**src/mips_macros.svh**
```systemverilog
`ifndef MIPS_MACROS_SVH
`define MIPS_MACROS_SVH

// datapath and address width
`define MIPS_WORD_W 32

// register file geometry
`define MIPS_REG_ADDR_W 5
`define MIPS_NUM_REGS 32

// program counter
`define MIPS_PC_RESET 32'h0000_0000
`define MIPS_PC_STEP 32'd4

// instruction field widths
`define MIPS_OPCODE_W 6
`define MIPS_FUNCT_W 6

`endif

```
**src/mipsPkg.sv**
```systemverilog
`default_nettype none

`include "mips_macros.svh"

package mipsPkg;

	typedef enum logic [`MIPS_OPCODE_W-1:0] {
		OP_FUNCT = 6'h00,	// R-type, look at funct
		OP_J = 6'h02,
		OP_BEQ = 6'h04,
		OP_BNE = 6'h05,
		OP_LUI = 6'h0f,
		OP_LW = 6'h23,
		OP_SW = 6'h2b
	} opcodeE;

	typedef enum logic [`MIPS_FUNCT_W-1:0] {
		FN_NOP = 6'h00,
		FN_BREAK = 6'h0d,
		FN_ADD = 6'h20,
		FN_SUB = 6'h22,
		FN_AND = 6'h24,
		FN_XOR = 6'h26
	} functE;

	typedef enum logic [4:0] {
		S_RESET,
		S_FETCH,
		S_FETCH_MEM_DELAY1,
		S_FETCH_MEM_DELAY2,
		S_DECODE,
		S_BEQ,
		S_BNE,
		S_LW,
		S_SW,
		S_LUI,
		S_J,
		S_NOP,
		S_ADD,
		S_R_WAIT,
		S_AND,
		S_SUB,
		S_XOR,
		S_BREAK,
		S_LW_ADDRESS_COMP,
		S_SW_ADDRESS_COMP,
		S_WRITE_BACK,
		S_LW_DELAY1,
		S_LW_DELAY2
	} stateE;

	typedef enum logic [2:0] {
		ALU_PASS = 3'd0,
		ALU_ADD = 3'd1,
		ALU_SUB = 3'd2,
		ALU_AND = 3'd3,
		ALU_XOR = 3'd6
	} aluOpE;

	typedef enum logic [1:0] {
		SRCB_REG_B = 2'd0,
		SRCB_CONST_STEP = 2'd1,
		SRCB_SIGN_IMM = 2'd2,
		SRCB_SIGN_IMM_SHIFTED = 2'd3
	} aluSrcBE;

	typedef enum logic [1:0] {
		MTR_ALU_OUT = 2'd0,
		MTR_MEM_DATA = 2'd1,
		MTR_UPPER_IMM = 2'd2
	} memToRegE;

	typedef enum logic {
		DST_RT = 1'b0,
		DST_RD = 1'b1
	} regDstE;

	typedef enum logic [1:0] {
		PCSRC_ALU_RESULT = 2'd0,
		PCSRC_ALU_OUT = 2'd1,
		PCSRC_JUMP_TARGET = 2'd2
	} pcSourceE;

	typedef enum logic {
		ADDR_PC = 1'b0,
		ADDR_ALU_OUT = 1'b1
	} addrSelE;

endpackage : mipsPkg

`default_nettype wire

```
**src/mipsControl.sv**
```systemverilog
`timescale 1ns/1ps
`default_nettype none

module mipsControl
	import mipsPkg::*;
(
	input logic Clk,
	input logic Reset_signal,
	input opcodeE Op,
	input functE Funct,		// only meaningful when Op is OP_FUNCT
	input logic AluZero,
	output logic PcLoad,
	output logic IrWrite,
	output logic AbLoad,
	output logic MdrLoad,
	output logic AluOutLoad,
	output logic RegWrite,
	output logic MemWrite,
	output logic Halted,
	output aluOpE AluOp,
	output logic AluSrcA,		// 0 selects PC, 1 selects A
	output aluSrcBE AluSrcB,
	output memToRegE MemToReg,
	output regDstE RegDst,
	output pcSourceE PcSource,
	output addrSelE AddrSel
);

	stateE state;

	always_ff @(posedge Clk or posedge Reset_signal)
	begin
		if (Reset_signal)
			state <= S_RESET;
		else
		begin
			case (state)
				S_RESET: state <= S_FETCH;
				S_FETCH: state <= S_FETCH_MEM_DELAY1;
				S_FETCH_MEM_DELAY1: state <= S_FETCH_MEM_DELAY2;
				S_FETCH_MEM_DELAY2: state <= S_DECODE;
				S_DECODE:
				begin
					case (Op)
						OP_FUNCT:
						begin
							case (Funct)
								FN_ADD: state <= S_ADD;
								FN_SUB: state <= S_SUB;
								FN_AND: state <= S_AND;
								FN_XOR: state <= S_XOR;
								FN_NOP: state <= S_NOP;
								default: state <= S_BREAK;	// BREAK and unknown funct
							endcase
						end
						OP_BEQ: state <= S_BEQ;
						OP_BNE: state <= S_BNE;
						OP_LW: state <= S_LW_ADDRESS_COMP;
						OP_SW: state <= S_SW_ADDRESS_COMP;
						OP_LUI: state <= S_LUI;
						OP_J: state <= S_J;
						default: state <= S_BREAK;	// undefined opcode halts
					endcase
				end
				S_ADD, S_SUB, S_AND, S_XOR: state <= S_R_WAIT;
				S_LW_ADDRESS_COMP: state <= S_LW;
				S_LW: state <= S_LW_DELAY1;
				S_LW_DELAY1: state <= S_LW_DELAY2;
				S_LW_DELAY2: state <= S_WRITE_BACK;
				S_SW_ADDRESS_COMP: state <= S_SW;
				S_BREAK: state <= S_BREAK;	// stays until reset
				S_R_WAIT, S_BEQ, S_BNE, S_J, S_LUI, S_NOP, S_SW, S_WRITE_BACK:
					state <= S_FETCH;
				default: state <= S_RESET;
			endcase
		end
	end

	assign Halted = (state == S_BREAK);

	always_comb
	begin
		PcLoad = 1'b0;
		IrWrite = 1'b0;
		AbLoad = 1'b0;
		MdrLoad = 1'b0;
		AluOutLoad = 1'b0;
		RegWrite = 1'b0;
		MemWrite = 1'b0;
		AluOp = ALU_PASS;
		AluSrcA = 1'b0;
		AluSrcB = SRCB_REG_B;
		MemToReg = MTR_ALU_OUT;
		RegDst = DST_RT;
		PcSource = PCSRC_ALU_RESULT;
		AddrSel = ADDR_PC;

		case (state)
			S_FETCH_MEM_DELAY2:
			begin
				IrWrite = 1'b1;		// word at PC is on MemRdata now
				PcLoad = 1'b1;
				AluOp = ALU_ADD;		// PC + 4
				AluSrcB = SRCB_CONST_STEP;
			end
			S_DECODE:
			begin
				AbLoad = 1'b1;
				AluOutLoad = 1'b1;		// branch target, in case it is needed
				AluOp = ALU_ADD;
				AluSrcB = SRCB_SIGN_IMM_SHIFTED;
			end
			S_ADD, S_SUB, S_AND, S_XOR:
			begin
				AluSrcA = 1'b1;
				AluOutLoad = 1'b1;
				case (state)
					S_SUB: AluOp = ALU_SUB;
					S_AND: AluOp = ALU_AND;
					S_XOR: AluOp = ALU_XOR;
					default: AluOp = ALU_ADD;
				endcase
			end
			S_R_WAIT:
			begin
				RegWrite = 1'b1;
				RegDst = DST_RD;
			end
			S_BEQ, S_BNE:
			begin
				AluSrcA = 1'b1;		// A - B
				AluOp = ALU_SUB;
				PcSource = PCSRC_ALU_OUT;
				PcLoad = (state == S_BNE) ? !AluZero : AluZero;
			end
			S_J:
			begin
				PcLoad = 1'b1;
				PcSource = PCSRC_JUMP_TARGET;
			end
			S_LUI:
			begin
				RegWrite = 1'b1;		// rt gets imm << 16
				MemToReg = MTR_UPPER_IMM;
			end
			S_LW_ADDRESS_COMP, S_SW_ADDRESS_COMP:
			begin
				AluSrcA = 1'b1;		// A + offset
				AluSrcB = SRCB_SIGN_IMM;
				AluOp = ALU_ADD;
				AluOutLoad = 1'b1;
			end
			S_LW, S_LW_DELAY1:
				AddrSel = ADDR_ALU_OUT;
			S_LW_DELAY2:
			begin
				AddrSel = ADDR_ALU_OUT;
				MdrLoad = 1'b1;		// read data valid here
			end
			S_SW:
			begin
				AddrSel = ADDR_ALU_OUT;
				MemWrite = 1'b1;
			end
			S_WRITE_BACK:
			begin
				RegWrite = 1'b1;
				MemToReg = MTR_MEM_DATA;
			end
			default:
			begin
			end
		endcase
	end

endmodule : mipsControl

`default_nettype wire

```
**src/mipsRegFile.sv**
```systemverilog
`timescale 1ns/1ps
`default_nettype none

`include "mips_macros.svh"

module mipsRegFile
(
	input logic Clk,
	input logic Reset_signal,
	input logic RegWrite,
	input logic [`MIPS_REG_ADDR_W-1:0] ReadAddrA,
	input logic [`MIPS_REG_ADDR_W-1:0] ReadAddrB,
	input logic [`MIPS_REG_ADDR_W-1:0] WriteAddr,
	input logic [`MIPS_WORD_W-1:0] WriteData,
	output logic [`MIPS_WORD_W-1:0] ReadDataA,
	output logic [`MIPS_WORD_W-1:0] ReadDataB
);

	logic [`MIPS_WORD_W-1:0] regs [`MIPS_NUM_REGS];

	always_ff @(posedge Clk or posedge Reset_signal)
	begin
		if (Reset_signal)
		begin
			for (int i = 0; i < `MIPS_NUM_REGS; i++)
				regs[i] <= '0;
		end
		else if (RegWrite && (WriteAddr != '0))	// $zero is read-only
			regs[WriteAddr] <= WriteData;
	end

	// combinational reads, $zero forced low
	assign ReadDataA = (ReadAddrA == '0) ? '0 : regs[ReadAddrA];
	assign ReadDataB = (ReadAddrB == '0) ? '0 : regs[ReadAddrB];

endmodule : mipsRegFile

`default_nettype wire

```
**src/mipsAlu.sv**
```systemverilog
`timescale 1ns/1ps
`default_nettype none

`include "mips_macros.svh"

module mipsAlu
	import mipsPkg::*;
(
	input aluOpE AluOp,
	input logic AluSrcA,
	input aluSrcBE AluSrcB,
	input logic [`MIPS_WORD_W-1:0] Pc,
	input logic [`MIPS_WORD_W-1:0] RegA,
	input logic [`MIPS_WORD_W-1:0] RegB,
	input logic [`MIPS_WORD_W-1:0] SignImm,
	output logic [`MIPS_WORD_W-1:0] AluResult,
	output logic AluZero
);

	logic [`MIPS_WORD_W-1:0] opA;
	logic [`MIPS_WORD_W-1:0] opB;

	assign opA = AluSrcA ? RegA : Pc;

	always_comb
	begin
		case (AluSrcB)
			SRCB_CONST_STEP: opB = `MIPS_PC_STEP;
			SRCB_SIGN_IMM: opB = SignImm;
			SRCB_SIGN_IMM_SHIFTED: opB = {SignImm[`MIPS_WORD_W-3:0], 2'b00};	// word offset
			default: opB = RegB;
		endcase
	end

	always_comb
	begin
		case (AluOp)
			ALU_ADD: AluResult = opA + opB;
			ALU_SUB: AluResult = opA - opB;
			ALU_AND: AluResult = opA & opB;
			ALU_XOR: AluResult = opA ^ opB;
			default: AluResult = '0;	// pass
		endcase
	end

	assign AluZero = (AluResult == '0);	// used for beq/bne

endmodule : mipsAlu

`default_nettype wire

```
**src/mipsDataRegs.sv**
```systemverilog
`timescale 1ns/1ps
`default_nettype none

`include "mips_macros.svh"

module mipsDataRegs
	import mipsPkg::*;
(
	input logic Clk,
	input logic Reset_signal,
	input logic IrWrite,
	input logic AbLoad,
	input logic MdrLoad,
	input logic AluOutLoad,
	input memToRegE MemToReg,
	input regDstE RegDst,
	input logic [`MIPS_WORD_W-1:0] MemRdata,
	input logic [`MIPS_WORD_W-1:0] ReadDataA,
	input logic [`MIPS_WORD_W-1:0] ReadDataB,
	input logic [`MIPS_WORD_W-1:0] AluResult,
	output logic [`MIPS_WORD_W-1:0] Instr,
	output logic [`MIPS_WORD_W-1:0] RegA,
	output logic [`MIPS_WORD_W-1:0] RegB,
	output logic [`MIPS_WORD_W-1:0] AluOut,
	output logic [`MIPS_WORD_W-1:0] SignImm,
	output logic [`MIPS_REG_ADDR_W-1:0] WriteAddr,
	output logic [`MIPS_WORD_W-1:0] WriteData
);

	logic [`MIPS_WORD_W-1:0] mdr;
	logic [15:0] imm;

	always_ff @(posedge Clk or posedge Reset_signal)
	begin
		if (Reset_signal)
		begin
			Instr <= '0;
			RegA <= '0;
			RegB <= '0;
			mdr <= '0;
			AluOut <= '0;
		end
		else
		begin
			if (IrWrite)
				Instr <= MemRdata;
			if (AbLoad)
			begin
				RegA <= ReadDataA;		// rs
				RegB <= ReadDataB;		// rt
			end
			if (MdrLoad)
				mdr <= MemRdata;
			if (AluOutLoad)
				AluOut <= AluResult;
		end
	end

	assign imm = Instr[15:0];
	assign SignImm = {{(`MIPS_WORD_W-16){imm[15]}}, imm};

	// rd for R-type, rt otherwise
	assign WriteAddr = (RegDst == DST_RD) ? Instr[15:11] : Instr[20:16];

	always_comb
	begin
		case (MemToReg)
			MTR_MEM_DATA: WriteData = mdr;
			MTR_UPPER_IMM: WriteData = {imm, {(`MIPS_WORD_W-16){1'b0}}};	// lui
			default: WriteData = AluOut;
		endcase
	end

endmodule : mipsDataRegs

`default_nettype wire

```
**src/mipsPcUnit.sv**
```systemverilog
`timescale 1ns/1ps
`default_nettype none

`include "mips_macros.svh"

module mipsPcUnit
	import mipsPkg::*;
(
	input logic Clk,
	input logic Reset_signal,
	input logic PcLoad,
	input pcSourceE PcSource,
	input logic [`MIPS_WORD_W-1:0] AluResult,
	input logic [`MIPS_WORD_W-1:0] AluOut,
	input logic [`MIPS_WORD_W-1:0] Instr,
	output logic [`MIPS_WORD_W-1:0] Pc
);

	logic [`MIPS_WORD_W-1:0] jumpTarget;
	logic [`MIPS_WORD_W-1:0] nextPc;

	// region of PC+4, then 26-bit index as word address
	assign jumpTarget = {Pc[`MIPS_WORD_W-1 -: 4], Instr[25:0], 2'b00};

	always_comb
	begin
		case (PcSource)
			PCSRC_ALU_OUT: nextPc = AluOut;	// branch target from decode
			PCSRC_JUMP_TARGET: nextPc = jumpTarget;
			default: nextPc = AluResult;		// sequential
		endcase
	end

	always_ff @(posedge Clk or posedge Reset_signal)
	begin
		if (Reset_signal)
			Pc <= `MIPS_PC_RESET;
		else if (PcLoad)
			Pc <= nextPc;
	end

endmodule : mipsPcUnit

`default_nettype wire

```
**src/mipsCore.sv**
```systemverilog
`timescale 1ns/1ps
`default_nettype none

`include "mips_macros.svh"

module mipsCore
	import mipsPkg::*;
(
	input logic Clk,
	input logic Reset_signal,
	input logic [`MIPS_WORD_W-1:0] MemRdata,
	output logic [`MIPS_WORD_W-1:0] MemAddr,
	output logic [`MIPS_WORD_W-1:0] MemWdata,
	output logic MemWrite,
	output logic Halted
);

	logic pcLoad, irWrite, abLoad, mdrLoad, aluOutLoad, regWrite;
	logic aluSrcA, aluZero;
	aluOpE aluOp;
	aluSrcBE aluSrcB;
	memToRegE memToReg;
	regDstE regDst;
	pcSourceE pcSource;
	addrSelE addrSel;
	opcodeE op;
	functE funct;
	logic [`MIPS_WORD_W-1:0] pc, instr, regA, regB, aluOut, aluResult, signImm;
	logic [`MIPS_WORD_W-1:0] readDataA, readDataB, writeData;
	logic [`MIPS_REG_ADDR_W-1:0] writeAddr;

	assign op = opcodeE'(instr[31:26]);
	assign funct = functE'(instr[5:0]);

	mipsControl control0 (.Clk(Clk), .Reset_signal(Reset_signal), .Op(op), .Funct(funct),
		.AluZero(aluZero), .PcLoad(pcLoad), .IrWrite(irWrite), .AbLoad(abLoad),
		.MdrLoad(mdrLoad), .AluOutLoad(aluOutLoad), .RegWrite(regWrite), .MemWrite(MemWrite),
		.Halted(Halted), .AluOp(aluOp), .AluSrcA(aluSrcA), .AluSrcB(aluSrcB),
		.MemToReg(memToReg), .RegDst(regDst), .PcSource(pcSource), .AddrSel(addrSel));

	mipsRegFile regFile0 (.Clk(Clk), .Reset_signal(Reset_signal), .RegWrite(regWrite),
		.ReadAddrA(instr[25:21]), .ReadAddrB(instr[20:16]), .WriteAddr(writeAddr),
		.WriteData(writeData), .ReadDataA(readDataA), .ReadDataB(readDataB));

	mipsAlu alu0 (.AluOp(aluOp), .AluSrcA(aluSrcA), .AluSrcB(aluSrcB), .Pc(pc),
		.RegA(regA), .RegB(regB), .SignImm(signImm), .AluResult(aluResult),
		.AluZero(aluZero));

	mipsDataRegs dataRegs0 (.Clk(Clk), .Reset_signal(Reset_signal), .IrWrite(irWrite),
		.AbLoad(abLoad), .MdrLoad(mdrLoad), .AluOutLoad(aluOutLoad), .MemToReg(memToReg),
		.RegDst(regDst), .MemRdata(MemRdata), .ReadDataA(readDataA), .ReadDataB(readDataB),
		.AluResult(aluResult), .Instr(instr), .RegA(regA), .RegB(regB), .AluOut(aluOut),
		.SignImm(signImm), .WriteAddr(writeAddr), .WriteData(writeData));

	mipsPcUnit pcUnit0 (.Clk(Clk), .Reset_signal(Reset_signal), .PcLoad(pcLoad),
		.PcSource(pcSource), .AluResult(aluResult), .AluOut(aluOut), .Instr(instr),
		.Pc(pc));

	// instruction fetch from PC, data access from ALUOut
	assign MemAddr = (addrSel == ADDR_ALU_OUT) ? aluOut : pc;
	assign MemWdata = regB;	// sw stores rt

endmodule : mipsCore

`default_nettype wire

```
**config.mk**
```make
export PLATFORM = sky130hd
export DESIGN_NAME = mipsCore
export DESIGN_NICKNAME = d
export VERILOG_FILES = /design/src/mipsPkg.sv /design/src/mipsControl.sv /design/src/mipsRegFile.sv /design/src/mipsAlu.sv /design/src/mipsDataRegs.sv /design/src/mipsPcUnit.sv /design/src/mipsCore.sv
export VERILOG_INCLUDE_DIRS = /design/src /design/src/src
export SDC_FILE = /design/constraint.sdc
export NUM_CORES = 2
export LEC_CHECK = 0
export BUFFER_PORTS_ARGS = -buffer_cell sky130_fd_sc_hd__buf_2
export CAP_MARGIN = 5
export CORE_MARGIN = 1
export CORE_UTILIZATION = 50
export CTS_CLUSTER_SIZE = 10
export DETAILED_ROUTE_END_ITERATION = 12
export PLACE_DENSITY = 0.64
export SETUP_SLACK_MARGIN = 0.5
export SKIP_CTS_REPAIR_TIMING = 1
export SLEW_MARGIN = 10
export SYNTH_ARGS = -nofsm -noshare
export SYNTH_HDL_FRONTEND = slang
export SYNTH_SLANG_ARGS = --single-unit
```
**constraint.sdc**
```tcl
create_clock -name Clk -period 110.5 [get_ports Clk]
set_input_delay 5.525 -clock Clk [delete_from_list [all_inputs] [get_ports Clk]]
set_output_delay 5.525 -clock Clk [all_outputs]
set_load 0.05 [all_outputs]
```
* Word level (Yosys, flattened, before mapping)
Index checks and enable logic that the tools add are counted.
Word-level totals: flip-flop bits (word level) 1221, latch bits 0, RAM bits 0, bits in read-only memories 0, input port bits 34, output and inout port bits 66, memories kept 0
Cells by class: add/sub/neg operators 2, multipliers 0, divide/modulo/power cells 0, $lt $le $gt $ge 4, eq/ne operators 43, shifts and indexed selects 0, multiplexer cells 37, bitwise logic cells 6, reductions and logical operators 21
Operators with widths (count):
- bitwise mux 1024 bit | 1
- binary-select mux 32 bit (select 5 bit) | 2
- 2-to-1 mux 32 bit | 9
- demux 32 bit (select 5 bit) | 1
- one-hot mux 32 bit (2 select lines) | 2
- one-hot mux 32 bit (4 select lines) | 1
- one-hot mux 32 bit (3 select lines) | 1
- one-hot mux 5 bit (12 select lines) | 1
- equality test 5 x 4 -> 1 bit, second input constant | 8
- equality test 6 bit, second input constant | 6
- equality test 5 bit, second input constant | 7
- one-hot mux 5 bit (7 select lines) | 1
- adder 32 bit | 1
- bitwise AND 32 bit | 1
- logical NOT 32 bit | 1
- subtractor 32 bit | 1
- bitwise XOR 32 bit | 1
- one-hot mux 5 bit (5 select lines) | 1
- equality test 5 x 3 -> 1 bit, second input constant | 4
- greater-or-equal comparator 6 bit, second input constant | 3
- NOT 5 -> 6 bit | 3
- one-hot mux 3 bit (3 select lines) | 2
- logical NOT 5 bit | 3
- equality test 6 x 3 -> 1 bit, second input constant | 2
- other kinds (27) | 50

* Logic depth before layout (Yosys ltp)
depth in word-level cells 12, mapped depth 33

* Hierarchy
A second synthesis with hierarchy kept.
Unflattened totals: cell total of the unflattened synthesis 5168, area total of the unflattened synthesis 69320.2 µm²
By module, submodules not included:
- mipsRegFile | times used 1, cells an instance 3692, area each 54732.5 µm², seq. area each 25624.6 µm²
- mipsDataRegs | times used 1, cells an instance 457, area each 6784.0 µm², seq. area each 4003.8 µm²
- mipsAlu | times used 1, cells an instance 659, area each 4678.2 µm², seq. area each 0.0 µm²
- mipsPcUnit | times used 1, cells an instance 180, area each 1622.8 µm², seq. area each 800.8 µm²
- mipsControl | times used 1, cells an instance 144, area each 958.4 µm², seq. area each 125.1 µm²
- mipsCore | times used 1, cells an instance 36, area each 544.3 µm², seq. area each 0.0 µm²

* Least setup slack after synthesis
Ideal clock, no wire load.
kind flip-flop to output port, start point reg control0.state[1], end point out MemAddr[10], data arrival time 2.587 ns, data required time 104.975 ns, slack 102.388 ns, cell stages (with the launch flop) 8, path buffers 3, path through dfrtp_1 clkbuf_1 clkbuf_1 xor2_1 a21oi_1 o32ai_1 clkbuf_1 mux2_2
Between the ends: longest elaborated chain between the ends 4, elaborated cells on any way between the ends 7, those cells by class 4 x eq/ne; 2 x mux; 1 x reduce/logical
Ends and longest elaborated chain:
- from (decl) | line mipsControl.sv:29 | stateE state;
- from (signal assigned) | line mipsControl.sv:34 | state <= S_RESET;
- from (signal assigned) | line mipsControl.sv:38 | S_RESET: state <= S_FETCH;
- from (signal assigned) | line mipsControl.sv:39 | S_FETCH: state <= S_FETCH_MEM_DELAY1;
- equality test 5 x 3 -> 1 bit (tied with other cells) | line mipsControl.sv:98 | case (state)
- OR reduction 4 bit (no line) *
- 2-to-1 mux 1 bit * | line mipsControl.sv:98
- 2-to-1 mux 32 bit * | line mipsCore.sv:60 | assign MemAddr = (addrSel == ADDR_ALU_OUT) ? aluOut : pc;
- to (decl) | line mipsCore.sv:12 | output logic [`MIPS_WORD_W-1:0] MemAddr,
Mark *: on every way between the ends. The rest lies on a longest branch, timed or not.

* Worst setup path after layout
start point reg control0.state[4], end point reg pcUnit0.Pc[11]
Between the ends: longest elaborated chain between the ends 11, elaborated cells on any way between the ends 43, those cells by class 2 x add/sub; 20 x eq/ne; 11 x mux; 2 x bitwise; 8 x reduce/logical
Ends and longest elaborated chain:
- equality test 5 bit | line mipsControl.sv:98
- OR reduction 2 bit | line mipsControl.sv:98
- one-hot mux 2 bit (3 select lines) | line mipsControl.sv:98
- equality test 2 bit or equality test 2 x 1 -> 1 bit (tied branches) | line mipsAlu.sv:27 | case (AluSrcB)
- one-hot mux 32 bit (3 select lines) | line mipsAlu.sv:27
- subtractor 32 bit (tied with other cells) | line mipsAlu.sv:39 | ALU_SUB: AluResult = opA - opB;
- one-hot mux 32 bit (4 select lines) | line mipsAlu.sv:37 | case (AluOp)
- logical NOT 32 bit | line mipsAlu.sv:46 | assign AluZero = (AluResult == '0);
- logical NOT 1 bit | line mipsControl.sv:134 | PcLoad = (state == S_BNE) ? !AluZero : AluZero;
- 2-to-1 mux 1 bit | line mipsControl.sv:134
- one-hot mux 1 bit (2 select lines) | line mipsControl.sv:98
- to (signal assigned) | line mipsPcUnit.sv:37 | Pc <= `MIPS_PC_RESET;
- to (signal assigned) | line mipsPcUnit.sv:39 | Pc <= nextPc;
- to (decl) | line mipsPcUnit.sv:16 | output logic [`MIPS_WORD_W-1:0] Pc
Several ways; a longest one is shown, not always the timed one. A chain may end at the register's enable or synchronous reset.

==> metrics.csv <==
metric,value,unit
rsz0062_at_grt,no,
clk_pin_slew_worst_paths,0.06,ns
ys.flop_type,dfrtp_1,
synthCells,5899,
cp_data_arrival_time,10.23,ns
critical_path_class,flop to flop,
top_usage_layer,met2,
vias,49790,
synth-seq-cells,1221,
startpoint_type,flop,
hold_slack,0.396,ns
layout.nets,5767,
hold_viol_final,0,
rrSetupSlack,100.93,ns
drt_iter0_drc,6138,
synthArstFlopShare,100,%
clkSinkCount,1221,
p_per_area,31.3,nW/µm²
synth-compound-area-share,14.1,%
tns,0,ns
maxSlewHeadroom,19.2,%
numCtsBuffers,142,
start_util,50.4,%
ir_worst_vdd,0.0230,mV
clock_path_buffers,3,
cts_tree,built,
cap_violations,0,
endpoint_kind,flop,
hp-class,flop to flop,
nFillCells,11002,
drt-pass1-iter-count,7,
muxShareOfSynthArea,24.5,%
yosysSeqAreaShare,46.8,%
yosys.area_share.adder,1.30,%
core_area,129000,µm²
grt_usage,34.3,%
clk-insertion-delay-late,0.78,ns
yosysUniqueCellTypes,82,
grt_use_met1,48.8,%
tightest_slew,1.21,ns
finalCritPeriodShare,8.67,%
syn_area_per_cell,11.1,µm²
period_needed,9.58,ns
clock_skew,0.0266,ns
cts-htree-levels,4,
fmax,0.104,GHz
port_buffers,99,
syn-num-nets,6000,
synthTopCellsByCount,"1221 x dfrtp_1, 657 x nand2_1, 650 x a21oi_1",
worstPathRequired,111.15,ns
synth_warnings,0,
leakage,31.1,nW
synth-simple-area-share,8.93,%
groute.layer.met3.usage,7.21,%
synth_xor_area_share,0.711,%
post-route-drc-count,0,
synthTopCellsByArea,"dfrtp_1 47%, mux4_2 19%, a21oi_1 5.0%",
met2_usage,51.4,%
wl,224,mm
root_buffer,clkbuf_16,
layoutNonFillerInstCount,7449,
dpl.cell_count,7264,
crit_fanout,28,
grt_first_pass_wirelength,330,mm
synth_top_family_by_area,multiplexers,
die_area,132000,µm²
synth.most_common_cell,dfrtp_1,
ant_nets,0,
avgRoutedWirePerCell,30.1,µm
synth_top_area_share,46.8,%
num_io_pins,100,
layout-drive-gt1-share,21.7,%
place_congestion,0.990,
rows,132,
grt_max_degree,191,
overflow,0,
synth_area_leader_cell,dfrtp_1,
die_x,363,µm
status,"complete, no violations",
die_y,363,µm
slew_viol_final,0,
syn-cell-area,65300,µm²
dpl.hpwl,134,mm
fin_total_pwr,0.00222,W
syn_to_final_growth,8.93,%
synth-edff-count,0,
antenna_found_initial,14,
grt_pass1_vias,48202,
vias_per_cell,6.68,
setup_viol,0,
power breakdown:
part	internal [W]	switching [W]	total, W
Combinational	0.000425	0.000649	0.00107
Clock	0.000236	0.000186	0.000422
Sequential	0.000572	0.000155	0.000727
Total	0.00123	0.000990	0.00222
worst paths after layout:
kind	endpoint	start	cells past startpoint
worst max-delay path	pcUnit0.Pc[11]	control0.state[4]	25
worst min-delay path	regFile0.regs[1002]	regFile0.regs[1002]	0
worst max register to register	pcUnit0.Pc[11]	control0.state[4]	25
worst min register to register	regFile0.regs[1002]	regFile0.regs[1002]	0
max in group asynchronous	regFile0.regs[536]	Reset_signal	6
min in group asynchronous	regFile0.regs[834]	Reset_signal	2
state kept, by name, summed over array words and instances, names as in the netlist:
signal            count
control0.state        5
pcUnit0.Pc           32
dataRegs0.RegB       32
dataRegs0.RegA       32
dataRegs0.Instr      32
dataRegs0.mdr        32
dataRegs0.AluOut     32
regFile0.regs      1024
layout make-up:
class                           count  area, µm²  area share, %
Clock inverter                     15        176          0.248
Antenna cell                        5       12.5         0.0176
Tap cell                         1742       2180           3.07
Timing Repair Buffer              222       1480           2.08
Inverter                           28        113          0.158
Sequential cell                  1221      30600           43.0
Clock buffer                      165       3720           5.24
Multi-Input combinational cell   4051      32800           46.2
layout by cell type (no fill, tap or decap), types with 18 or more instances in the layout:
| master | instances |
|---|---|
| mux2_2 | 159 |
| nor2_1 | 628 |
| buf_4 | 118 |
| o221ai_1 | 23 |
| a31oi_1 | 22 |
| dfrtp_1 | 1210 |
| nor2_4 | 18 |
| nor3_1 | 26 |
| o21ai_0 | 608 |
| a22oi_1 | 18 |
| a22o_1 | 55 |
| buf_2 | 99 |
| o211ai_1 | 21 |
| a21oi_1 | 634 |
| nand2_1 | 641 |
| xnor2_1 | 32 |
| clkbuf_1 | 18 |
| a221oi_1 | 46 |
| ha_1 | 64 |
| nand2b_1 | 24 |
| mux2_4 | 28 |
| mux2i_1 | 125 |
| clkbuf_16 | 145 |
| inv_1 | 27 |
| o22ai_1 | 29 |
| mux4_2 | 556 |
| xor2_1 | 21 |
kinds of logic after synthesis:
group,Yosys count
AO/OA/AOI/OAI,1615
XOR/XNOR,53
adder cells (fa/ha/maj),67
buffers and inverters,627
flip-flops,1221
multiplexers,868
AND/OR/NAND/NOR,1448
metrics by stage:
step	setup slack, ns	utilization [%]	area, µm²
6_report	100.93	54.9	71100
3_5_place_dp	100.62	51.9	67200
4_1_cts	101.13	54.9	71100
2_1_floorplan	70.57	-	65300
5_1_grt	100.50	54.9	71100
3_3_place_gp	100.65	51.9	67200
metal layers:
| layer | share of wire, % | vias to the layer above | routed length (µm) |
|---|---|---|---|
| li1 | - | 21135 | - |
| met1 | 41 | 25407 | 91400 |
| met2 | 45 | 2737 | 101000 |
| met3 | 10 | 507 | 22800 |
| met4 | 4.1 | 4 | 9190 |
| met5 | 0.012 | - | 28 |
worst max-delay path, cell delays in order, from the launching register on:
cell,delay [ns]
dfrtp_1,0.92
nor4bb_2,1.02
mux2_2,0.42
o22a_1,0.24
nor3_1,0.27
and4b_1,0.29
nand3b_1,0.19
or3_1,0.43
nor3b_1,0.41
o211ai_1,0.25
a21oi_1,0.17
a2111oi_0,0.08
a21oi_1,0.22
ha_1,0.36
and3_1,0.24
a31oi_1,0.52
nor3_1,0.20
a32o_1,0.26
o31a_1,0.25
a221oi_1,0.36
nand4b_1,0.19
or4_4,0.61
o32a_1,0.33
o31a_2,0.50
buf_4,0.34
mux2_4,0.34
(Power assumes the default switching activity.)
